--- src/verilog/core_pkg.sv ---
`default_nettype none

package core_pkg;

    // ========================================
    // Widths
    // ========================================
    localparam int xlen             = 32;
    localparam int num_phys_default = 64;

    typedef logic [4:0] arch_tag_t;
    typedef logic [5:0] phys_tag_t;
    typedef logic [3:0] rob_idx_t;

    // ========================================
    // Instruction encodings
    // ========================================
    localparam logic [5:0] op_reg  = 6'h00;
    localparam logic [5:0] op_addi = 6'h08;
    localparam logic [5:0] op_andi = 6'h0c;

    localparam logic [5:0] fn_add = 6'h20;
    localparam logic [5:0] fn_sub = 6'h22;
    localparam logic [5:0] fn_and = 6'h24;
    localparam logic [5:0] fn_or  = 6'h25;
    localparam logic [5:0] fn_xor = 6'h26;
    localparam logic [5:0] fn_mul = 6'h18;

    typedef struct packed {
        logic [5:0] opcode;
        arch_tag_t  rd;
        arch_tag_t  rs1;
        arch_tag_t  rs2;
        logic [4:0] unused;
        logic [5:0] func;
    } r_fmt_t;

    typedef struct packed {
        logic [5:0]         opcode;
        arch_tag_t          rd;
        arch_tag_t          rs1;
        logic signed [15:0] imm;
    } i_fmt_t;

    // Same 32-bit word, register form or immediate form
    typedef union packed {
        r_fmt_t r_fmt;
        i_fmt_t i_fmt;
    } instr_u;

    typedef enum logic [2:0] {
        alu_add,
        alu_sub,
        alu_and,
        alu_or,
        alu_xor,
        alu_mul
    } alu_op_e;

    // ========================================
    // Pipeline records
    // ========================================
    typedef struct packed {
        logic            valid;
        alu_op_e         op;
        arch_tag_t       rd;
        arch_tag_t       rs1;
        arch_tag_t       rs2;
        logic            uses_rs2;
        logic [xlen-1:0] imm;
        logic            is_mul;
    } decoded_t;

    typedef struct packed {
        logic            valid;
        alu_op_e         op;
        logic            is_mul;
        phys_tag_t       prd;
        phys_tag_t       prs1;
        phys_tag_t       prs2;
        logic            uses_rs2;
        logic [xlen-1:0] imm;
        rob_idx_t        rob;
    } renamed_t;

    // Rename result seen by the reorder buffer and register file
    typedef struct packed {
        logic      valid;
        arch_tag_t rd;
        phys_tag_t prd;
        phys_tag_t old_prd;
    } alloc_t;

    typedef struct packed {
        logic            valid;
        alu_op_e         op;
        logic            is_mul;
        phys_tag_t       prd;
        rob_idx_t        rob;
        logic [xlen-1:0] a;
        logic [xlen-1:0] b;
    } exec_req_t;

    typedef struct packed {
        logic            valid;
        phys_tag_t       prd;
        rob_idx_t        rob;
        logic [xlen-1:0] value;
    } complete_t;

    typedef struct packed {
        logic            valid;
        arch_tag_t       rd;
        logic [xlen-1:0] value;
    } commit_t;

endpackage

`default_nettype wire

--- src/verilog/exec_units.sv ---
`timescale 1ns/100ps
`default_nettype none

module exec_units import core_pkg::*; #(
    parameter int MUL_LATENCY = 3
) (
    input  logic      clk,
    input  logic      rst,
    input  exec_req_t exec_req,
    output complete_t alu_done,
    output complete_t mul_done
);

    complete_t       mul_pipe [MUL_LATENCY];
    logic [xlen-1:0] alu_result;
    logic [xlen-1:0] product;

    // ========================================
    // Single-cycle ALU
    // ========================================
    always_comb begin
        case (exec_req.op)
            alu_add: alu_result = exec_req.a + exec_req.b;
            alu_sub: alu_result = exec_req.a - exec_req.b;
            alu_and: alu_result = exec_req.a & exec_req.b;
            alu_or:  alu_result = exec_req.a | exec_req.b;
            alu_xor: alu_result = exec_req.a ^ exec_req.b;
            default: alu_result = '0;
        endcase
    end

    always_ff @(posedge clk) begin
        if (rst) begin
            alu_done.valid <= 1'b0;
        end else begin
            alu_done.valid <= exec_req.valid && !exec_req.is_mul;
            alu_done.prd   <= exec_req.prd;
            alu_done.rob   <= exec_req.rob;
            alu_done.value <= alu_result;
        end
    end

    // ========================================
    // Multiplier pipe
    // ========================================
    // Low word only
    assign product = exec_req.a * exec_req.b;

    always_ff @(posedge clk) begin
        if (rst) begin
            for (int i = 0; i < MUL_LATENCY; i++) begin
                mul_pipe[i].valid <= 1'b0;
            end
        end else begin
            mul_pipe[0].valid <= exec_req.valid && exec_req.is_mul;
            mul_pipe[0].prd   <= exec_req.prd;
            mul_pipe[0].rob   <= exec_req.rob;
            mul_pipe[0].value <= product;
            // One new product can enter every cycle
            for (int i = 1; i < MUL_LATENCY; i++) begin
                mul_pipe[i] <= mul_pipe[i-1];
            end
        end
    end

    assign mul_done = mul_pipe[MUL_LATENCY-1];

endmodule

`default_nettype wire

--- config.mk ---
export PLATFORM = sky130hd
export DESIGN_NAME = exec_units
export DESIGN_NICKNAME = d
export VERILOG_FILES = /design/src/verilog/core_pkg.sv /design/src/verilog/exec_units.sv
export SDC_FILE = /design/constraint.sdc
export NUM_CORES = 2
export LEC_CHECK = 0
export BUFFER_PORTS_ARGS = -buffer_cell sky130_fd_sc_hd__buf_2
export CAP_MARGIN = 10
export CORE_MARGIN = 5
export CORE_UTILIZATION = 40
export CTS_BUF_LIST = sky130_fd_sc_hd__clkbuf_16
export DETAILED_ROUTE_END_ITERATION = 10
export PLACE_DENSITY = 0.67
export SLEW_MARGIN = 20
export SYNTH_ARGS = -nofsm -noshare
export SYNTH_HDL_FRONTEND = slang
export SYNTH_SLANG_ARGS = --single-unit
export TNS_END_PERCENT = 30
--- constraint.sdc ---
create_clock -name clk -period 8.56 [get_ports clk]
set_input_delay 0.856 -clock clk [delete_from_list [all_inputs] [get_ports clk]]
set_output_delay 0.856 -clock clk [all_outputs]
set_load 0.02 [all_outputs]
==> metrics.txt <==
status complete, no violations; routability cong. between 0.9 and 1; routed length per instance roughly 20 µm; register area share after synthesis 0.2040; post-layout min period 7.766 ns; Initial Utilization 0.4056; CTS Buf Count 17; Tcrit/Tclk final 0.9072; Worst Tran Pin Value between 1 and 1.5 ns; worst hold endpoint mul_pipe[0][85]; Hold Path Class reg2reg; GR Util All Layers 0.2217; Critical Path Stages 23; startpoint types input pin; Post-synth EDFFs 168; Yosys reg bits 172; port bufs 166; setup tns final 0 ns; die height roughly 260 µm; top cell type's share of synthesized area 0.3259; Area Overhead vs Synth 8.641%; synthesized area per cell between 9 and 10 µm²; GRT Residual Overflow 0; io pins 167; commonest cells in the netlist 442 x inv_1, 409 x fa_1, 348 x nor2_1, 290 x nand2_1, 219 x ha_1; antenna viol nets, final 0; Max-Cap Viols 0; Worst R2R Path Depth 1; initial antenna violation count 0; critical path type in2reg; area occupied by multi-input gates 0.01746 mm²; final hold vios 0; final wirelength 73.52 mm; Worst path slowest cell inv_1; WP buf/inv 6; CP top delay family adder cells; worst-path cell chain buf_2 > inv_1 > nor2_1 > fa_1 > inv_1 > fa_1 > fa_1 > fa_1 > inv_1 > fa_1 > inv_1 > fa_1 > inv_1 > fa_1 > fa_1 > ha_1 > and4_1 > nand2_1 > o31ai_1 > a21oi_1 > a21oi_1 > xnor2_1 > nor2_1; max incr delay on CP about 0.7 ns; sequential standard cell area 0.005125 mm²; Max-slew headroom 0.2511; CP Capture Type register; Syn Nets ~3400; most common cell in the netlist inv_1; Gate Count Post-Synth 2665; H-tree Lvls 4; CTS root buffer clkbuf_16; Syn. warnings 0; DRC viols 0; first-pass GRT wire length 114.3 mm; fin. max-slew vios 0; number of global-route vias before repair 19480; DIE AREA 0.06792 mm²; Nets 3451; Core ar. 0.06194 mm²; Die X 260.6 µm; CTS Hold Bufs 0; Row Count 91; Async SR Flop Fraction 0; fmax 128.8 MHz; worst skew pair latency between 0.4 and 0.5 ns; DRT iter0 DRCs 1787; Post-CTS Resized 0; reg-to-reg endpoint mul_pipe[0][96]; FF-to-FF setup slack ~7.8 ns; routed vias 18850; Reg-to-Reg Start mul_pipe[0][53]; largest cells by area after synthesis fa_1 33%, edfxtp_1 20%, ha_1 11%, inv_1 6.6%, nor2_1 5.2%; pin count of the biggest net entering global routing 104; diode count 0; clk slew on worst S/H paths 0.07 ns; Vias per Instance 5.247; Layout Skew 0.008328 ns; RSZ-0062 raised after global routing false; share of cells above drive strength 1 0.09873; post-CTS setup buffers 0; # fillers 5989; drt first pass iters 6; ys flop type edfxtp_1; clock tree buffer depth 2; Worst EP arrival ~8.0 ns; Finish-stage setup viols 0; Hold Startpoint mul_pipe[0][42]; cell mode on critical path fa_1; Clock Sinks between 150 and 200; Hold Crit Depth 1; Synth Cell Area about 0.025 mm²; Yosys cell types 65; Critical Path RT 8.75 ns; worst-path fanout max 21; CTS tree done; Synth area leader fa_1; hpwl dp 58.72 mm
-- cell families after synthesis --
group / Yosys count / share of synthesized area
flip-flops: 172 / 0.2040
multiplexers: 8 / 0.003237
XOR/XNOR: 134 / 0.04672
AO/OA/AOI/OAI: 262 / 0.06584
AND/OR/NAND/NOR: 832 / 0.1443
adder cells (fa/ha/maj): 628 / 0.4350
buffers and inverters: 629 / 0.1009
-- per-layer routing --
layer,up-vias,global-route usage,share of wire
li1,8394,-,-
met4,0,0.09172,0.048
met3,187,0.05621,0.10
met2,901,0.3542,0.45
met5,-,0,0
met1,9366,0.2890,0.40
-- sequential cells by signal, indices dropped and copies added (netlist names) --
name,cells
alu_done,43
mul_pipe,129
-- cell type report --
cell class,count,area share
Clock buffer,17,0.01559
Clock inverter,15,0.007381
Inverter,461,0.06359
Multi-Input combinational cell,1864,0.6398
Sequential cell,172,0.1878
Tap cell,837,0.03837
Timing Repair Buffer,226,0.04749
-- worst max path at each step --
stage	from	endpoint	slack [ns]
floorplan	exec_req[4]	mul_pipe[0][25]	0.85
global placement	exec_req[3]	mul_pipe[0][25]	0.52
detailed placement	exec_req[3]	mul_pipe[0][31]	0.35
CTS	exec_req[3]	mul_pipe[0][31]	0.88
global route	exec_req[3]	mul_pipe[0][30]	0.43
finish	exec_req[3]	mul_pipe[0][31]	0.79
-- cells in the final DEF, fill, tap and decap left out, types with 6 or more instances in the layout --
cell type / Yosys / routed
o21bai_1: 6 / 6
edfxtp_1: 168 / 168
a211oi_1: 12 / 12
mux2i_1: 7 / 7
nor3_1: 11 / 11
nor2b_1: 110 / 110
o21a_1: 8 / 8
a21o_1: 36 / 36
and3_1: 10 / 10
xnor2_1: 100 / 100
ha_1: 219 / 219
nand4_1: 6 / 6
nand3_1: 13 / 13
o21ai_0: 78 / 78
fa_1: 409 / 409
buf_2: 4 / 165
nand2_1: 290 / 290
clkbuf_16: 0 / 17
a21oi_1: 55 / 55
a22oi_1: 12 / 12
a31oi_1: 14 / 14
or3_1: 6 / 6
inv_1: 442 / 441
nor2_1: 348 / 348
nand2b_1: 9 / 9
xor2_1: 34 / 34
clkinv_1: 17 / 17
buf_4: 43 / 60
and4_1: 6 / 6
-- through the flow --
| step | instance area, µm² | util | setup slack [ns] | hold WS (ns) | instances |
|---|---|---|---|---|---|
| 2_1_floorplan | 25120 | - | 0.8526 | 0.4138 | 2665 |
| 3_3_place_gp | 26670 | 0.4305 | 0.5239 | 0.4196 | 3560 |
| 3_5_place_dp | 26670 | 0.4305 | 0.3511 | 0.4355 | 3560 |
| 4_1_cts | 27290 | 0.4406 | 0.8763 | 0.4516 | 3592 |
| 5_1_grt | 27290 | 0.4406 | 0.4282 | 0.4735 | 3592 |
| 6_report | 27290 | 0.4406 | 0.7942 | 0.4482 | 3592 |
Power is left out: the tool's default activity adds up to more than one toggle a clock period on the data nets, which glitch-free logic cannot reach.
