**src/verilog/core_pkg.sv**
```systemverilog
`default_nettype none

package core_pkg;

    // ========================================
    // Widths
    // ========================================
    localparam int xlen             = 32;
    localparam int num_phys_default = 64;

    typedef logic [4:0] arch_tag_t;
    typedef logic [5:0] phys_tag_t;
    typedef logic [3:0] rob_idx_t;

    // ========================================
    // Instruction encodings
    // ========================================
    localparam logic [5:0] op_reg  = 6'h00;
    localparam logic [5:0] op_addi = 6'h08;
    localparam logic [5:0] op_andi = 6'h0c;

    localparam logic [5:0] fn_add = 6'h20;
    localparam logic [5:0] fn_sub = 6'h22;
    localparam logic [5:0] fn_and = 6'h24;
    localparam logic [5:0] fn_or  = 6'h25;
    localparam logic [5:0] fn_xor = 6'h26;
    localparam logic [5:0] fn_mul = 6'h18;

    typedef struct packed {
        logic [5:0] opcode;
        arch_tag_t  rd;
        arch_tag_t  rs1;
        arch_tag_t  rs2;
        logic [4:0] unused;
        logic [5:0] func;
    } r_fmt_t;

    typedef struct packed {
        logic [5:0]         opcode;
        arch_tag_t          rd;
        arch_tag_t          rs1;
        logic signed [15:0] imm;
    } i_fmt_t;

    // Same 32-bit word, register form or immediate form
    typedef union packed {
        r_fmt_t r_fmt;
        i_fmt_t i_fmt;
    } instr_u;

    typedef enum logic [2:0] {
        alu_add,
        alu_sub,
        alu_and,
        alu_or,
        alu_xor,
        alu_mul
    } alu_op_e;

    // ========================================
    // Pipeline records
    // ========================================
    typedef struct packed {
        logic            valid;
        alu_op_e         op;
        arch_tag_t       rd;
        arch_tag_t       rs1;
        arch_tag_t       rs2;
        logic            uses_rs2;
        logic [xlen-1:0] imm;
        logic            is_mul;
    } decoded_t;

    typedef struct packed {
        logic            valid;
        alu_op_e         op;
        logic            is_mul;
        phys_tag_t       prd;
        phys_tag_t       prs1;
        phys_tag_t       prs2;
        logic            uses_rs2;
        logic [xlen-1:0] imm;
        rob_idx_t        rob;
    } renamed_t;

    // Rename result seen by the reorder buffer and register file
    typedef struct packed {
        logic      valid;
        arch_tag_t rd;
        phys_tag_t prd;
        phys_tag_t old_prd;
    } alloc_t;

    typedef struct packed {
        logic            valid;
        alu_op_e         op;
        logic            is_mul;
        phys_tag_t       prd;
        rob_idx_t        rob;
        logic [xlen-1:0] a;
        logic [xlen-1:0] b;
    } exec_req_t;

    typedef struct packed {
        logic            valid;
        phys_tag_t       prd;
        rob_idx_t        rob;
        logic [xlen-1:0] value;
    } complete_t;

    typedef struct packed {
        logic            valid;
        arch_tag_t       rd;
        logic [xlen-1:0] value;
    } commit_t;

endpackage

`default_nettype wire

```
**src/verilog/issue_stage.sv**
```systemverilog
`timescale 1ns/100ps
`default_nettype none

module issue_stage import core_pkg::*; #(
    parameter int NUM_PHYS = num_phys_default
) (
    input  logic                  clk,
    input  logic                  rst,
    input  renamed_t              ren,
    input  logic [1:0]            rd_ready,
    input  logic [1:0][xlen-1:0]  rd_data,
    output logic                  accept,
    output phys_tag_t [1:0]       rd_tag,
    output exec_req_t             exec_req
);

    localparam int tag_bits = $clog2(NUM_PHYS);

    renamed_t held;
    logic     fire;

    // Only the implemented tag range is looked up
    assign rd_tag[0] = phys_tag_t'(held.prs1[tag_bits-1:0]);
    assign rd_tag[1] = phys_tag_t'(held.prs2[tag_bits-1:0]);

    // In order: the held op blocks everything behind it
    assign fire   = held.valid && rd_ready[0] && (rd_ready[1] || !held.uses_rs2);
    assign accept = !held.valid || fire;

    always_comb begin
        exec_req.valid  = fire;
        exec_req.op     = held.op;
        exec_req.is_mul = held.is_mul;
        exec_req.prd    = held.prd;
        exec_req.rob    = held.rob;
        exec_req.a      = rd_data[0];
        exec_req.b      = held.uses_rs2 ? rd_data[1] : held.imm;
    end

    always_ff @(posedge clk) begin
        if (rst) begin
            held.valid <= 1'b0;
        end else if (accept) begin
            held <= ren;
        end
    end

endmodule

`default_nettype wire

```
**config.mk**
```make
export PLATFORM = sky130hd
export DESIGN_NAME = issue_stage
export DESIGN_NICKNAME = d
export VERILOG_FILES = /design/src/verilog/core_pkg.sv /design/src/verilog/issue_stage.sv
export SDC_FILE = /design/constraint.sdc
export NUM_CORES = 1
export LEC_CHECK = 0
export BUFFER_PORTS_ARGS = -buffer_cell sky130_fd_sc_hd__buf_2
export CORE_MARGIN = 8
export CORE_UTILIZATION = 40
export DETAILED_ROUTE_END_ITERATION = 10
export GPL_TIMING_DRIVEN = 0
export PLACE_DENSITY = 0.81
export SYNTH_ARGS = -nofsm -noshare
export SYNTH_HDL_FRONTEND = slang
export SYNTH_SLANG_ARGS = --single-unit
```
**constraint.sdc**
```tcl
create_clock -name clk -period 6 [get_ports clk]
set_input_delay 0.9 -clock clk [delete_from_list [all_inputs] [get_ports clk]]
set_output_delay 0.9 -clock clk [all_outputs]
set_load 0.01 [all_outputs]
```
==> results <==
- The flow ran to the end, and the final reports show no timing, DRC or antenna violations.
- Along the worst hold path, the cell count comes to 2.
- Pin placement for this block handled 220 I/O pins.
- The arrival time of data at the critical path endpoint is 1.57 ns.
- The starting density of the core is 0.415.
- The startpoint of the lowest-slack register-to-register path is held[36].
- At the pin with the least slew margin, the transition time is 0.670 ns.
- The count of cells resized by post-cts repair is 0.
- The initial antenna violation count came to 0.
- The netlist uses 15 different library cells.
- From left edge to right edge, the die measures 100 microns.
- The logic gate share of total power is 0.192.
- After synthesis the cells add up to 2840 sq um.
- The detailed-routing iteration count for the pre-antenna-repair pass is 4.
- The hold-fix buffer count after cts is 0.
- The CTS tree is built.
- The number of setup buffers added after CTS is 0.
- After clock tree synthesis, the clock-pin slew on the worst setup and hold paths is 0.07 ns.
- In the final layout, the share of cells above drive strength 1 is 0.808.
- The startpoint of the lowest-slack hold path is held[59].
- The total internal power is 856 uW.
- The post-detailed-route via-to-cell ratio is 4.14.
- The number of max-slew violations in the final report is 0.
- The total leakage power is 0.00205 uW.
- The register-to-register path setup slack is 4.01 ns.
- For this block, the routed nets add up to 7350 microns of wire.
- The relative area change from synthesis to final layout is 47.0%.
- The area inside the core boundary is 6830 sq um.
- The maximum number of pins on one net before global-route repair is 27.
- The part of the total power dissipated in sequential elements is 0.459.
- Clock tree synthesis found a total of 60 sinks.
- The number of failing hold endpoints at the final stage is 0.
- The wire length of the first global-routing pass is 10600 microns.
- In this run, synthesis produced a sequential element count of 60.
- Once detail routing completed, the nets flagged for antenna violations numbered 0.
- In this run the tightest slew margin relative to its limit is 0.553.
- The vertical extent of the die is 100 microns.
- The launching element type of the critical path is an input pin.
- The later pin in the worst-skew pair is clocked with a latency of 0.33 ns.
- No sink is reached through more buffers than the 2 on the longest clock path.
- The number of max-capacitance violations reported is 0.
- The global placement routability congestion is 0.706.
- The number of placed instances, taps included is 450.
- The synthesized area divided by synthesized cell count is 17.2 sq um.
- The number of cells on the worst reg-to-reg path is 5.
- The final sum of negative setup slack is 0 ns.
- The repair_antennas step left the layout with diodes totalling 0.
- The post-layout minimum cycle time is 2.47 ns.
- Yosys printed 0 warnings.
- The number of H-tree levels is 3.
- The capture endpoint of the worst hold path is held[59].
- The total global-route track usage is 0.138.
- The total net switching power is 251 uW.
- The startpoint-to-endpoint class of the critical path is input pin to output port.
- The peak supply drop is 0.199 mV.
- The power share of the clock group is 0.349.
- The number of cell rows is 30.
- During placement, the flow inserted port buffers numbering 187.
- The most frequent standard cell in the layout excluding fill and tap cells is sky130_fd_sc_hd__buf_2.
- After the last flow step, the layout net total stands at 493.
- STA classifies the critical path endpoint as an output port.
- The total overflow left after global routing is 0.
- Measured on the finished design, the core utilization comes to 0.610.
- The die covers 10000 sq um.
- The clock buffer count from CTS is 9.
- The required time of the critical path is 5.10 ns.
- The largest fanout on the critical path is 2.
- The total DRC errors in the routed layout is 0.
- When the netlist entered floorplanning its net count stood at 293.
- For this design the ratio of total power to cell area is 266 nW/um^2.
- The detailed router's first-iteration violation count is 41.
- The top cell types in the final layout, fill and taps aside, are sky130_fd_sc_hd__buf_2 (187), sky130_fd_sc_hd__buf_4 (59), sky130_fd_sc_hd__edfxtp_1 (59).
- Setup violations remaining at the end of the flow were counted as 0.
- The peak clock frequency supported by timing is 0.405 GHz.
- The switching part of the total is 0.227.
- Setup repair after global routing left no endpoint under its margin.
- The share of the clock period used by the worst path after layout is 0.412.
- The detailed router placed 1929 vias in this run.
- Clock tree synthesis selected as its root buffer the cell sky130_fd_sc_hd__clkbuf_8.
- The path class of the tightest hold or removal check is flop to flop.
- The routed wire length per instance is 15.8 microns.
- The count of non-filler cells in the finished layout is 466.
- The post-synthesis sequential area ratio is 0.632.
- In the synthesized netlist, the number of instances is 165.
- The worst register-to-register path ends at held[11].
- Between clock sinks in the finished design, the worst skew comes to 0.00474 ns.
- The estimated wirelength of the detail-placed design is 6210 microns.
- The via count of the first global-routing pass is 2154.
-- synthesized netlist by cell type --
master / count / share of area
sky130_fd_sc_hd__o22ai_1: 1 / 0.0022
sky130_fd_sc_hd__edfxtp_1: 59 / 0.62
sky130_fd_sc_hd__mux2_4: 30 / 0.16
sky130_fd_sc_hd__buf_4: 59 / 0.16
sky130_fd_sc_hd__dfxtp_1: 1 / 0.0071
sky130_fd_sc_hd__buf_12: 3 / 0.021
sky130_fd_sc_hd__a311oi_1: 1 / 0.0031
sky130_fd_sc_hd__inv_1: 2 / 0.0026
sky130_fd_sc_hd__buf_6: 1 / 0.0040
sky130_fd_sc_hd__and3_1: 1 / 0.0022
sky130_fd_sc_hd__nand2b_1: 2 / 0.0044
sky130_fd_sc_hd__mux2_2: 2 / 0.0079
sky130_fd_sc_hd__nor2b_1: 1 / 0.0022
sky130_fd_sc_hd__o21ai_1: 1 / 0.0018
sky130_fd_sc_hd__nor2_1: 1 / 0.0013
-- registers in the layout, indices dropped and copies added, names as in the netlist --
name      count
exec_req     14
held         34
rd_tag       12
-- power groups by stage --
stage	sequential [uW]	clock, uW	combinational (uW)
6_report	509	386	212
5_1_grt	512	416	228
4_1_cts	509	398	217
3_5_place_dp	518	0	217
3_3_place_gp	521	0	203
2_1_floorplan	518	0	123
-- per-layer routing --
metal | vias up | track usage | wire [microns]
met4 | 0 | 0.0581 | 133
met1 | 872 | 0.116 | 2290
met2 | 111 | 0.259 | 4060
met3 | 12 | 0.0768 | 866
met5 | - | 0 | 0
li1 | 934 | - | -
-- layout make-up --
type                    instances  area [sq um]
multi-input cells              40           536
fillers                       563          2660
clock inverters                 7          91.3
clock buffers                   9           124
repair buffers                189           983
flip-flops and latches         60          1790
inverters                       2          7.51
well taps                      96           120
plain buffers                  63           514
-- worst max path at each step --
stage          cells after the start           end         from  slack (ns)
6_report                           5  exec_req[78]  rd_ready[1]        3.53
5_1_grt                            5  exec_req[78]  rd_ready[1]        3.51
4_1_cts                            5  exec_req[78]  rd_ready[1]        3.53
3_5_place_dp                       5  exec_req[73]          rst        3.50
3_3_place_gp                       3     rd_tag[7]          rst        0.43
2_1_floorplan                      2  exec_req[64]          rst        1.58
-- critical path, stage by stage --
cell and delay [ns]:
sky130_fd_sc_hd__buf_2 0.10, sky130_fd_sc_hd__nand2b_1 0.14, sky130_fd_sc_hd__and3_1 0.18, sky130_fd_sc_hd__buf_4 0.12, sky130_fd_sc_hd__buf_2 0.13
-- cell families after synthesis --
| logic type | Yosys count | synth area share |
|---|---|---|
| AND/OR/NAND/NOR | 5 | 0.0102 |
| multiplexers | 32 | 0.167 |
| flip-flops | 60 | 0.632 |
| buffers and inverters | 65 | 0.184 |
| AO/OA/AOI/OAI | 3 | 0.00706 |
-- per-stage QoR --
stage	area [sq um]	hold slack (ns)	setup WS [ns]	total power, uW
finish	4170	0.583	3.53	1110
detailed placement	3950	0.560	3.50	735
CTS	4170	0.572	3.53	1130
global placement	3890	0.501	0.427	724
global route	4170	0.612	3.51	1160
floorplan	2840	0.491	1.58	641
No activity file was read; power rests on OpenSTA's default activity.
