--- src/verilog/core_pkg.sv ---
`default_nettype none

package core_pkg;

    // ========================================
    // Widths
    // ========================================
    localparam int xlen             = 32;
    localparam int num_phys_default = 64;

    typedef logic [4:0] arch_tag_t;
    typedef logic [5:0] phys_tag_t;
    typedef logic [3:0] rob_idx_t;

    // ========================================
    // Instruction encodings
    // ========================================
    localparam logic [5:0] op_reg  = 6'h00;
    localparam logic [5:0] op_addi = 6'h08;
    localparam logic [5:0] op_andi = 6'h0c;

    localparam logic [5:0] fn_add = 6'h20;
    localparam logic [5:0] fn_sub = 6'h22;
    localparam logic [5:0] fn_and = 6'h24;
    localparam logic [5:0] fn_or  = 6'h25;
    localparam logic [5:0] fn_xor = 6'h26;
    localparam logic [5:0] fn_mul = 6'h18;

    typedef struct packed {
        logic [5:0] opcode;
        arch_tag_t  rd;
        arch_tag_t  rs1;
        arch_tag_t  rs2;
        logic [4:0] unused;
        logic [5:0] func;
    } r_fmt_t;

    typedef struct packed {
        logic [5:0]         opcode;
        arch_tag_t          rd;
        arch_tag_t          rs1;
        logic signed [15:0] imm;
    } i_fmt_t;

    // Same 32-bit word, register form or immediate form
    typedef union packed {
        r_fmt_t r_fmt;
        i_fmt_t i_fmt;
    } instr_u;

    typedef enum logic [2:0] {
        alu_add,
        alu_sub,
        alu_and,
        alu_or,
        alu_xor,
        alu_mul
    } alu_op_e;

    // ========================================
    // Pipeline records
    // ========================================
    typedef struct packed {
        logic            valid;
        alu_op_e         op;
        arch_tag_t       rd;
        arch_tag_t       rs1;
        arch_tag_t       rs2;
        logic            uses_rs2;
        logic [xlen-1:0] imm;
        logic            is_mul;
    } decoded_t;

    typedef struct packed {
        logic            valid;
        alu_op_e         op;
        logic            is_mul;
        phys_tag_t       prd;
        phys_tag_t       prs1;
        phys_tag_t       prs2;
        logic            uses_rs2;
        logic [xlen-1:0] imm;
        rob_idx_t        rob;
    } renamed_t;

    // Rename result seen by the reorder buffer and register file
    typedef struct packed {
        logic      valid;
        arch_tag_t rd;
        phys_tag_t prd;
        phys_tag_t old_prd;
    } alloc_t;

    typedef struct packed {
        logic            valid;
        alu_op_e         op;
        logic            is_mul;
        phys_tag_t       prd;
        rob_idx_t        rob;
        logic [xlen-1:0] a;
        logic [xlen-1:0] b;
    } exec_req_t;

    typedef struct packed {
        logic            valid;
        phys_tag_t       prd;
        rob_idx_t        rob;
        logic [xlen-1:0] value;
    } complete_t;

    typedef struct packed {
        logic            valid;
        arch_tag_t       rd;
        logic [xlen-1:0] value;
    } commit_t;

endpackage

`default_nettype wire

--- src/verilog/reorder_buffer.sv ---
`timescale 1ns/100ps
`default_nettype none

module reorder_buffer import core_pkg::*; #(
    parameter int ROB_DEPTH = 16
) (
    input  logic      clk,
    input  logic      rst,
    input  alloc_t    alloc,
    input  complete_t alu_done,
    input  complete_t mul_done,
    output logic      rob_full,
    output rob_idx_t  rob_tail,
    output commit_t   commit,
    output logic      freed_valid,
    output phys_tag_t freed_tag
);

    localparam int cnt_bits = $clog2(ROB_DEPTH + 1);

    arch_tag_t       rd_q    [ROB_DEPTH];
    phys_tag_t       old_q   [ROB_DEPTH];
    logic            done_q  [ROB_DEPTH];
    logic [xlen-1:0] value_q [ROB_DEPTH];

    rob_idx_t            head;
    rob_idx_t            tail;
    logic [cnt_bits-1:0] count;
    logic                retire;

    assign rob_full = count == cnt_bits'(ROB_DEPTH);
    assign rob_tail = tail;

    // ========================================
    // Retire from the head in program order
    // ========================================
    assign retire = count != '0 && done_q[head];

    always_comb begin
        commit.valid = retire;
        commit.rd    = rd_q[head];
        // x0 results are discarded
        commit.value = (rd_q[head] == '0) ? '0 : value_q[head];
    end

    assign freed_valid = retire && rd_q[head] != '0 && old_q[head] != '0;
    assign freed_tag   = old_q[head];

    always_ff @(posedge clk) begin
        if (rst) begin
            head  <= '0;
            tail  <= '0;
            count <= '0;
        end else begin
            if (alloc.valid) begin
                tail <= (tail == rob_idx_t'(ROB_DEPTH - 1)) ? '0 : tail + 1'b1;
            end
            if (retire) begin
                head <= (head == rob_idx_t'(ROB_DEPTH - 1)) ? '0 : head + 1'b1;
            end
            count <= count + cnt_bits'(alloc.valid) - cnt_bits'(retire);
        end
    end

    // Entry fill and completion marking
    always_ff @(posedge clk) begin
        if (alloc.valid) begin
            rd_q[tail]   <= alloc.rd;
            old_q[tail]  <= alloc.old_prd;
            done_q[tail] <= 1'b0;
        end
        if (alu_done.valid) begin
            done_q[alu_done.rob]  <= 1'b1;
            value_q[alu_done.rob] <= alu_done.value;
        end
        if (mul_done.valid) begin
            done_q[mul_done.rob]  <= 1'b1;
            value_q[mul_done.rob] <= mul_done.value;
        end
    end

endmodule

`default_nettype wire

--- config.mk ---
export PLATFORM = sky130hd
export DESIGN_NAME = reorder_buffer
export DESIGN_NICKNAME = d
export VERILOG_FILES = /design/src/verilog/core_pkg.sv /design/src/verilog/reorder_buffer.sv
export SDC_FILE = /design/constraint.sdc
export NUM_CORES = 1
export LEC_CHECK = 0
export ABC_AREA = 1
export BUFFER_PORTS_ARGS = -buffer_cell sky130_fd_sc_hd__clkbuf_2
export CAP_MARGIN = 40
export CELL_PAD_IN_SITES_DETAIL_PLACEMENT = 2
export CELL_PAD_IN_SITES_GLOBAL_PLACEMENT = 2
export CORE_MARGIN = 8
export CORE_UTILIZATION = 36
export DETAILED_ROUTE_END_ITERATION = 10
export PLACE_DENSITY = 0.79
export SLEW_MARGIN = 25
export SYNTH_ARGS = -nofsm -noshare
export SYNTH_HDL_FRONTEND = slang
export SYNTH_SLANG_ARGS = --single-unit
--- constraint.sdc ---
create_clock -name clk -period 2.4 [get_ports clk]
set_input_delay 0.48 -clock clk [delete_from_list [all_inputs] [get_ports clk]]
set_output_delay 0.48 -clock clk [all_outputs]
set_load 0.05 [all_outputs]
==> key figures <==
Outcome
  • Outcome: complete, but fails checks
  • Violated checks: setup timing

Setup path
  • Worst path max stage delay: 0.45 ns
  • Arr. time, crit path: 2.91 ns
  • CP max-delay cell: dfxtp_4
  • Buffers & Inverters on Critical Path: 6
  • WP data required: 1.92 ns
  • Crit end category: output port
  • Delay-heaviest family, CP: simple AND/OR/NAND/NOR gates
  • Cell repeated most along the worst path: nand2_1
  • Worst Setup Path Type: register to output port
  • CP max FO: 21
  • Startpoint types: register
  • CP Cell Sequence: clkinv_8 -> buf_12 -> nand2_1 -> nand2_1 -> nand2_1 -> nand3_1 -> nand3_2 -> nand2_4 -> nor2_4 -> nand3_4 -> buf_12 -> clkbuf_16 -> nand2_1 -> inv_1 -> buf_12

Timing
  • Rel. slew slack: 54.5%
  • Achievable Freq: 0.295 GHz
  • Worst setup slack after layout: -0.991 ns
  • Final hold vios: 0
  • RSZ-0062 raised after global routing: true
  • Final Hold Slack: 0.115 ns
  • Setup Skew: 0.0166 ns
  • Slew Viols, Final: 0
  • Period utilization: 141%
  • Final setup fails: 48
  • Tmin final: 3.39 ns
  • Slew @ Worst Pin: 0.682 ns

Die
  • Total die area: 108000 um2
  • Core area: 96600 um2
  • Die width: 328 um
  • Ports: 156
  • Initial core utilization: 36.3%
  • Die height: 328 um
  • Row cnt: 114

Drt
  • DR pass1 iterations: 5
  • Initial DRC count: 2504
  • DR WL/cell: 28.5 um
  • Drt drc: 0
  • Routed WL: 151000 um
  • Post-route ant nets: 0
  • Routed vias/inst: 5.80
  • Via count: 30720

Placement
  • DP Wirelength: 90900 um
  • Worst slack, placed: -0.319 ns
  • RD Place Congestion: 0.779
  • Placed Instance Area: 39100 um2
  • IO Port Bufs: 137

Final layout
  • Layout area overhead: 21.2%
  • Fill count: 10171
  • Final instance area: 42500 um2
  • Ratio of cells with drive above 1 in the final layout: 14.9%
  • Final #Nets: 4070
  • Most frequent cells in the layout: 1207 x nand2_1, 688 x edfxtp_1, 538 x o21ai_0, 363 x nand3_1, 192 x inv_1
  • Commonest non-fill, non-tap cell in the layout: nand2_1

Global routing
  • Vias in the first global route: 33552
  • GRT Residual Overflow: 0
  • Largest net degree at the start of global routing: 51
  • Tot GR Track Use: 27.2%
  • Initial antenna violation count: 10
  • First-pass GRT wire length: 220000 um

Yosys
  • Synthesized area: 35000 um2
  • Cells after Synth: 3802
  • Seq cells post-synth: 721
  • Sequential area share after synthesis: 60.8%
  • Syn Nets: 3920
  • Mapped Avg Cell Area: 9.22 um2
  • Synth unique cells: 32
  • Warnings, synthesis: 0

Worst hold path
  • Hold crit path type: input port to register
  • Hold Path Origin: rst

Clock network
  • Clock insertion delay at the later pin of the skew report: 0.65 ns
  • CTS H-Tree Depth: 3
  • TritonCTS clock tree: done
  • Num Clock Sinks: 721
  • Deepest clock path buffer count: 3
  • Hold_buf cts: 0
  • Root buf cell: clkbuf_16
  • Number of CTS-inserted buffers: 86
  • Worst-path clk slew: 0.06 ns

Power and ir drop
  • VDD IR max: 0.00100 V
  • Leakage Power: 16.6 nW
  • Cell area power density: 1100 nW/um2

Job
  • Max cap viols: 0
worst paths after layout:
path,endpoint,slack (ns),cells after the start
min reg2reg,register,0.50,2
max reg2reg,count[4]$_SDFF_PP0_,-0.44,21
max,commit[12],-0.99,15
min,count[1]$_SDFF_PP0_,0.12,2
cell usage after synthesis (all sizes together):
| cell | instances | share of area, % |
|---|---|---|
| inv | 223 | 2.4 |
| nand4 | 1 | 0.018 |
| xor2 | 3 | 0.075 |
| nand2 | 1252 | 13 |
| edfxtp | 688 | 59 |
| o31ai | 7 | 0.15 |
| clkbuf | 120 | 1.3 |
| nor3 | 14 | 0.21 |
| o22ai | 1 | 0.018 |
| dfxtp | 33 | 1.9 |
| o211ai | 16 | 0.34 |
| o221ai | 3 | 0.075 |
| a21oi | 134 | 2.0 |
| nor2 | 122 | 1.3 |
| a31oi | 1 | 0.018 |
| buf | 174 | 2.7 |
| ha | 11 | 0.39 |
| o21ai | 574 | 8.2 |
| nand3 | 376 | 5.4 |
| a22oi | 48 | 1.0 |
| fa | 1 | 0.057 |
power by group:
group / internal (mW) / switching, mW
registers: 14.3 / 0.260
logic: 7.21 / 12.0
clock network: 7.45 / 5.49
total: 29.0 / 17.8
logic make-up after synthesis:
family | count (synthesis) | share of synthesized area, %
AO/OA/AOI/OAI | 784 | 11.8
AND/OR/NAND/NOR | 1765 | 20.4
buffers and inverters | 517 | 6.43
XOR/XNOR | 3 | 0.0750
adder cells (fa/ha/maj) | 12 | 0.450
flip-flops | 721 | 60.8
per-layer routing:
metal	share of wire (%)	GRT usage [%]
met2	51	47.8
met4	4.0	10.6
met5	0.022	0
met1	39	33.3
met3	6.3	4.29
worst register-to-register path: stages, from the launching register on:
cell and delay, ns:
dfxtp_4 0.45, buf_4 0.19, clkinv_8 0.09, nand2_1 0.07, nand3_1 0.10, nand3_1 0.13
nand2_1 0.08, nand2_1 0.07, nand2_2 0.08, nand2_2 0.10, inv_4 0.04, ha_4 0.20
inv_2 0.06, ha_4 0.14, inv_2 0.03, fa_2 0.33, inv_1 0.06, nand2_1 0.05
a21oi_1 0.16, nor2_1 0.08, o21ai_1 0.13, a21oi_1 0.06
per-stage QoR:
stage          util, %  setup TNS, ns  std cells  power (mW)
2_1_floorplan        -         -0.169       3802        24.7
3_3_place_gp      40.5          -2.06       5121        31.6
3_5_place_dp      40.5          -6.91       5121        32.5
4_1_cts           43.7         -34.46       5284        46.2
5_1_grt           44.0         -40.21       5292        48.6
6_report          44.0         -36.18       5296        46.7
what timing repair did:
| item | in CTS | in global routing |
|---|---|---|
| pin swaps | 1 | 4 |
| resized for setup | 45 | 74 |
| hold endpoints to repair | 0 | 0 |
| setup buffers | 8 | 3 |
| gates cloned | 5 | 3 |
| endpoints found under the setup margin | 48 | 49 |
state kept, by name (all words and copies together), names as in the netlist, named ones only:
signal / flops
value_q: 512
done_q: 16
rd_q: 80
count: 5
old_q: 96
rob_tail: 4
head: 4
area by class of cell:
cell class,count,area (um2),share of cell area [%]
antenna,6,15.0,0.0353
clock buffer,116,2380,5.61
clock inverter,34,297,0.698
inverter,223,862,2.03
multi-input combinational,2564,11900,27.9
sequential,721,21300,50.2
tap,1276,1600,3.76
timing repair buffer,355,4120,9.70
timing repair inverter,1,16.3,0.0383
Power figures use the tool's default switching activity.
