--- config.mk ---
export PLATFORM = sky130hd
export DESIGN_NAME = decode_stage
export DESIGN_NICKNAME = d
export VERILOG_FILES = /design/src/verilog/core_pkg.sv /design/src/verilog/decode_stage.sv
export SDC_FILE = /design/constraint.sdc
export NUM_CORES = 1
export LEC_CHECK = 0
export CAP_MARGIN = 20
export CORE_MARGIN = 2
export CORE_UTILIZATION = 45
export DETAILED_ROUTE_END_ITERATION = 10
export DONT_BUFFER_PORTS = 1
export PLACE_DENSITY = 0.71
export RECOVER_POWER = 100
export SLEW_MARGIN = 0
export SYNTH_ARGS = -nofsm -noshare
export SYNTH_HDL_FRONTEND = slang
export SYNTH_SLANG_ARGS = --single-unit
--- constraint.sdc ---
create_clock -name clk -period 5.4 [get_ports clk]
set_clock_uncertainty 0.1 [all_clocks]
set_input_delay 0.81 -clock clk [delete_from_list [all_inputs] [get_ports clk]]
set_output_delay 0.81 -clock clk [all_outputs]
set_load 0.05 [all_outputs]
--- src/verilog/core_pkg.sv ---
`default_nettype none

package core_pkg;

    // ========================================
    // Widths
    // ========================================
    localparam int xlen             = 32;
    localparam int num_phys_default = 64;

    typedef logic [4:0] arch_tag_t;
    typedef logic [5:0] phys_tag_t;
    typedef logic [3:0] rob_idx_t;

    // ========================================
    // Instruction encodings
    // ========================================
    localparam logic [5:0] op_reg  = 6'h00;
    localparam logic [5:0] op_addi = 6'h08;
    localparam logic [5:0] op_andi = 6'h0c;

    localparam logic [5:0] fn_add = 6'h20;
    localparam logic [5:0] fn_sub = 6'h22;
    localparam logic [5:0] fn_and = 6'h24;
    localparam logic [5:0] fn_or  = 6'h25;
    localparam logic [5:0] fn_xor = 6'h26;
    localparam logic [5:0] fn_mul = 6'h18;

    typedef struct packed {
        logic [5:0] opcode;
        arch_tag_t  rd;
        arch_tag_t  rs1;
        arch_tag_t  rs2;
        logic [4:0] unused;
        logic [5:0] func;
    } r_fmt_t;

    typedef struct packed {
        logic [5:0]         opcode;
        arch_tag_t          rd;
        arch_tag_t          rs1;
        logic signed [15:0] imm;
    } i_fmt_t;

    // Same 32-bit word, register form or immediate form
    typedef union packed {
        r_fmt_t r_fmt;
        i_fmt_t i_fmt;
    } instr_u;

    typedef enum logic [2:0] {
        alu_add,
        alu_sub,
        alu_and,
        alu_or,
        alu_xor,
        alu_mul
    } alu_op_e;

    // ========================================
    // Pipeline records
    // ========================================
    typedef struct packed {
        logic            valid;
        alu_op_e         op;
        arch_tag_t       rd;
        arch_tag_t       rs1;
        arch_tag_t       rs2;
        logic            uses_rs2;
        logic [xlen-1:0] imm;
        logic            is_mul;
    } decoded_t;

    typedef struct packed {
        logic            valid;
        alu_op_e         op;
        logic            is_mul;
        phys_tag_t       prd;
        phys_tag_t       prs1;
        phys_tag_t       prs2;
        logic            uses_rs2;
        logic [xlen-1:0] imm;
        rob_idx_t        rob;
    } renamed_t;

    // Rename result seen by the reorder buffer and register file
    typedef struct packed {
        logic      valid;
        arch_tag_t rd;
        phys_tag_t prd;
        phys_tag_t old_prd;
    } alloc_t;

    typedef struct packed {
        logic            valid;
        alu_op_e         op;
        logic            is_mul;
        phys_tag_t       prd;
        rob_idx_t        rob;
        logic [xlen-1:0] a;
        logic [xlen-1:0] b;
    } exec_req_t;

    typedef struct packed {
        logic            valid;
        phys_tag_t       prd;
        rob_idx_t        rob;
        logic [xlen-1:0] value;
    } complete_t;

    typedef struct packed {
        logic            valid;
        arch_tag_t       rd;
        logic [xlen-1:0] value;
    } commit_t;

endpackage

`default_nettype wire

--- src/verilog/decode_stage.sv ---
`timescale 1ns/100ps
`default_nettype none

module decode_stage import core_pkg::*; (
    input  logic     clk,
    input  logic     rst,
    input  logic     instr_valid,
    input  instr_u   instr,
    input  logic     rename_go,
    output logic     ready,
    output decoded_t dec
);

    decoded_t nxt;
    logic     legal;

    // Register is free when empty or draining into rename
    assign ready = !dec.valid || rename_go;

    always_comb begin
        nxt   = '0;
        legal = 1'b1;
        case (instr.r_fmt.opcode)
            op_reg: begin
                nxt.rd       = instr.r_fmt.rd;
                nxt.rs1      = instr.r_fmt.rs1;
                nxt.rs2      = instr.r_fmt.rs2;
                nxt.uses_rs2 = 1'b1;
                case (instr.r_fmt.func)
                    fn_add:  nxt.op = alu_add;
                    fn_sub:  nxt.op = alu_sub;
                    fn_and:  nxt.op = alu_and;
                    fn_or:   nxt.op = alu_or;
                    fn_xor:  nxt.op = alu_xor;
                    fn_mul: begin
                        nxt.op     = alu_mul;
                        nxt.is_mul = 1'b1;
                    end
                    default: legal = 1'b0;
                endcase
            end
            op_addi, op_andi: begin
                nxt.rd  = instr.i_fmt.rd;
                nxt.rs1 = instr.i_fmt.rs1;
                nxt.op  = (instr.i_fmt.opcode == op_addi) ? alu_add : alu_and;
                // Sign-extended immediate
                nxt.imm = {{(xlen - 16){instr.i_fmt.imm[15]}}, instr.i_fmt.imm};
            end
            default: legal = 1'b0;
        endcase
        // Unknown words are dropped here
        nxt.valid = instr_valid && legal;
    end

    always_ff @(posedge clk) begin
        if (rst) begin
            dec.valid <= 1'b0;
        end else if (ready) begin
            dec <= nxt;
        end
    end

endmodule

`default_nettype wire

==> impl_metrics.ini, run 1 <==
[outcome]
status = finished, violations left
violations = max-capacitance violations, max-slew violations

[worst_setup_path]
rrSetupSlack_ps = 2090
arrival_ps = 3170
r2r_cells = 2
r2r-start = dec[52]
cp-endpoint = dec[26]
critPathRequiredTime_ps = 4490
r2r-end = dec[16]
crit_path_max_fanout = 8
cp-start-kind = flop
worst-setup-path-type = flop to output port
endpoint_kind = output port
cp-startpoint = dec[16]

[sta]
maxSlewHeadroom_pct = -80.95
whs_ps = 430.3
hold_violations = 0
finalSetupTns_ps = 0
tightest_slew_ps = 2704
layout_min_cycle_time_ps = 4079
setup_slack_ps = 1321
rsz0062_at_grt = false
fin_crit_sh_pct = 75.54
setup_viol = 0
slew_viol_final = 39
fmaxAchievable_ghz = 0.2451

[synth]
syn_area_um2 = 1592
synth.top_cell.area_share_pct = 67.92
syn-num-nets = 150
avgSynthCellArea_um2 = 13.96
netlist_top_cells_area = edfxtp_1, and2_1, buf_4
ys_ff_latch = 37
synth_top_cell_by_area = edfxtp_1
yosys_warnings = 0
yosysUniqueCellTypes = 21
synthCells = 114
seq_area_frac_synth_pct = 69.18

[routing]
drcViolationCount = 0
firstDrtPassIters = 4
drt_iter0_drc = 73
drtAntennaViolNets = 0
wl_per_cell_um = 17.20
vias = 792
via_per_inst = 5.143
wl_mm = 2.649

[pwr]
power.leakage_nw = 0.5195
powerDensity_nw_per_um2 = 376.8
peakVddDrop_mv = 0.1224

[final_layout]
drive_gt1_share_pct = 9.259
n_antenna_cell = 0
synthToLayoutAreaGrowth_pct = 2.515
largestRegisters = dec x37
final_nets = 143
postLayoutCoreUtil_pct = 48.51
largest_reg_flops = 37
top_register = dec
fillerInstances = 308
multiInputGateArea_um2 = 330.3
regArea_um2 = 1101

[floorplan]
die_h_um = 63.47
die_area_um2 = 4028
start_util_pct = 47.32
die_x_um = 63.47
coreArea_um2 = 3363
ios = 90
rows = 21

[clock_network]
postCtsHoldBufs = 0
clkTransAtPathRegs_ps = 110
cts.sinks = 37
cts_max_level = 2
insertion_delay_ps = 330
numCtsBuffers = 5
cts_tree = yes
cts_setup_buffers = 0
cts_resized = 0
cts_root_buf = clkbuf_4
clockBufferDepth = 2

[hold_path]
hold_depth = 1
hp-start = rst
hold_path_class = primary input to flop

[place]
gp_congestion = 0.7679
dp_hpwl_mm = 2.002
post-place-ws_ps = 2818
io_buffers = 0

[global_routing]
antenna_found_initial = 0
grt_pass1_vias = 804
grt_usage_pct = 14.17
grt-ovfl-total = 0
grt_pass1_wl_mm = 4.064
grt_max_degree = 37

[flow_run]
drv_cap = 2
[synth_stat cells]
master,instances
edfxtp_1,36
and2_1,30
buf_4,16
nor2_1,6
a21oi_1,4
inv_1,3
a211oi_1,2
clkbuf_1,2
nand4b_1,2
nor3_1,2
a32oi_1,1
and3_1,1
clkinv_2,1
dfxtp_1,1
nand3_1,1
nand4_1,1
nor2_4,1
nor2b_1,1
nor3b_1,1
or3_4,1
or4_4,1
[cell type report]
type | count | area share [%]
inverters | 4 | 0.9969
well taps | 46 | 3.528
clock buffers | 6 | 2.531
flip-flops and latches | 37 | 67.49
repair buffers | 4 | 3.144
clock inverters | 2 | 2.071
multi-input cells | 55 | 20.25
[how the worst min path moves through the flow]
stage               slack (ps)  endpoint
floorplan                  780   dec[52]
global placement           790   dec[52]
detailed placement         790   dec[52]
CTS                        410   dec[52]
global route               390   dec[52]
finish                     430   dec[52]
[power breakdown]
part	internal (mW)	switching, mW	total [mW]
Sequential	0.332	0.0596	0.391
Clock	0.0964	0.0823	0.179
Combinational	0.00720	0.0375	0.0447
[routing by layer]
layer  vias up  global-route usage (%)  share of wire, %
met5         -                       0                 0
met4         0                   8.152               1.0
met3         2                   6.429               8.8
met2        49                   25.00                54
met1       371                   13.38                36
li1        370                       -                 -
[critical path: stages, from the launching register on]
cell	delay [ps]
edfxtp_1	330
clkbuf_1	1450
buf_4	1060
[cell families after synthesis]
logic type / after synthesis / synth area share [%]
flip-flops: 37 / 69.18
AO/OA/AOI/OAI: 7 / 2.751
buffers and inverters: 22 / 9.041
AND/OR/NAND/NOR: 48 / 19.03
[through the flow]
| step | cell area (um^2) | std cells | total power, mW |
|---|---|---|---|
| 3_5_place_dp | 1584 | 146 | 0.4443 |
| 4_1_cts | 1659 | 154 | 0.6220 |
| 6_report | 1632 | 154 | 0.6148 |
| 2_1_floorplan | 1592 | 114 | 0.4434 |
| 5_1_grt | 1632 | 154 | 0.6409 |
| 3_3_place_gp | 1584 | 146 | 0.4429 |
[cell usage in the layout (no fill, tap or decap), types with 3 or more instances in the layout]
master / Yosys / final
a21oi_1: 4 / 4
clkbuf_4: 0 / 5
and2_0: 0 / 23
edfxtp_1: 36 / 36
and2_1: 30 / 7
inv_1: 3 / 3
nor2_1: 6 / 7
Note: power is estimated with default switching activity, not from simulation.
==> inputs of run 2 (changes only) <==
==> constraint.sdc (replaced) <==
create_clock -name clk -period 4.28 [get_ports clk]
set_clock_uncertainty 0.1 [all_clocks]
set_input_delay 0.642 -clock clk [delete_from_list [all_inputs] [get_ports clk]]
set_output_delay 0.642 -clock clk [all_outputs]
set_load 0.05 [all_outputs]
==> impl_metrics.ini, run 2 (synthesized netlist as in run 1, its figures left out) <==
[outcome]
status = finished, violations left
violations = max-capacitance violations, max-slew violations

[worst_setup_path]
crit_buf_inv = 1
crit_path_max_fanout = 4
cp-endpoint = dec[23]
critPathRequiredTime_ps = 3540
critPathTopFamily = buffers and inverters
endpoint_kind = output port
worst-setup-path-type = flop to output port
r2r-end = dec[36]
cp-startpoint = dec[16]
cp.depth = 1
r2r-start = dec[52]
r2r_cells = 2
arrival_ps = 2370
rrSetupSlack_ps = 2290
cp-start-kind = flop
worstPathCellList = clkbuf_1
cpPeakStageDelay_ps = 1350
slowest_stage = clkbuf_1

[sta]
layout_min_cycle_time_ps = 3112
tightest_slew_ps = 1800
slew_viol_final = 2
finalSetupTns_ps = 0
setup_viol = 0
maxSlewHeadroom_pct = -19.48
fin_crit_sh_pct = 72.71
setup_slack_ps = 1168
hold_violations = 0
fmaxAchievable_ghz = 0.3214
rsz0062_at_grt = false

[routing]
firstDrtPassIters = 4
topRoutingLayerUsed = met4
drtAntennaViolNets = 0
wl_per_cell_um = 17.42
via_per_inst = 5.065
drcViolationCount = 0
drt_iter0_drc = 60
vias = 775
wl_met3_um = 238
met1Wirelength_um = 937
wl_met2_mm = 1.461
wl_mm = 2.665

[final_layout]
final_cell_mix = edfxtp_1, and2_0, and2_1
largest_reg_flops = 37
fin_area_um2 = 1578
top_register = dec
final_nets = 142
drive_gt1_share_pct = 8.411
synthToLayoutAreaGrowth_pct = -0.8650
final_common_cell = edfxtp_1
largestRegisters = dec x37
fillerInstances = 321
n_antenna_cell = 0

[floorplan]
rows = 21
die_x_um = 63.47
coreArea_um2 = 3363
die_area_um2 = 4028
start_util_pct = 47.32
ios = 90
die_h_um = 63.47

[global_routing]
grt-ovfl-total = 0
grt_pass1_vias = 751
grt_usage_pct = 13.55
grt_pass1_wl_mm = 3.953
antenna_found_initial = 0
grt_max_degree = 37

[place]
place_area_um2 = 1589
io_buffers = 0
post-place-ws_ps = 1986
gp_congestion = 0.7507
dp_hpwl_mm = 2.032

[clock_network]
clockBufferDepth = 2
cts_tree = yes
postCtsHoldBufs = 0
cts_max_level = 2
insertion_delay_ps = 330
cts.sinks = 37
cts_resized = 0
cts_root_buf = clkbuf_4
cts_setup_buffers = 0
clkTransAtPathRegs_ps = 100
numCtsBuffers = 5

[pwr]
powerDensity_nw_per_um2 = 448.7
power.leakage_nw = 0.4964
peakVddDrop_mv = 0.09854

[flow_run]
drv_cap = 2

[hold_path]
hold_path_class = primary input to flop
## run 2: through the flow
stage                     util (%)  power, mW  hold WS [ps]  cells
final                        46.91     0.7079         271.2    153
after global routing         46.91     0.7376         243.2    153
after CTS                    48.74     0.7238         251.6    153
after detailed placement     47.25     0.5615         618.1    145
after global placement       47.25     0.5597         618.0    145
after floorplan                  -     0.5594         614.8    114
## run 2: worst min-delay path by stage
stage / startpoint / endpoint / slack [ps] / cells past startpoint
detailed placement: rst / dec[52] / 620 / 1
finish: rst / dec[52] / 270 / 1
floorplan: rst / dec[52] / 610 / 1
global route: rst / dec[52] / 240 / 1
CTS: rst / dec[52] / 250 / 1
global placement: rst / dec[52] / 620 / 1
## run 2: layout make-up
cell class                 instances  area, um^2  share of cell area [%]
sequential                        37        1101                   69.79
multi-input combinational         55       337.8                   21.41
tap                               46       57.56                   3.648
clock buffer                       5       37.54                   2.379
inverter                           4       16.27                   1.031
timing repair buffer               3       15.01                  0.9516
clock inverter                     3       12.51                  0.7930
## run 2: worst register-to-register path, stage by stage, from the launching register on
cell and delay (ps):
dfxtp_1 500, nor2b_1 280, nor2_4 730
## run 2: per-layer routing
metal	vias to the layer above	GRT usage (%)
li1	370	-
met1	355	13.38
met2	48	23.82
met3	2	6.250
met4	0	6.522
met5	-	0
## run 2: report_power, final
part | internal [mW] | switching, mW | total, mW
Clock | 0.0594 | 0.104 | 0.163
Combinational | 0.00518 | 0.0443 | 0.0495
Sequential | 0.418 | 0.0776 | 0.496
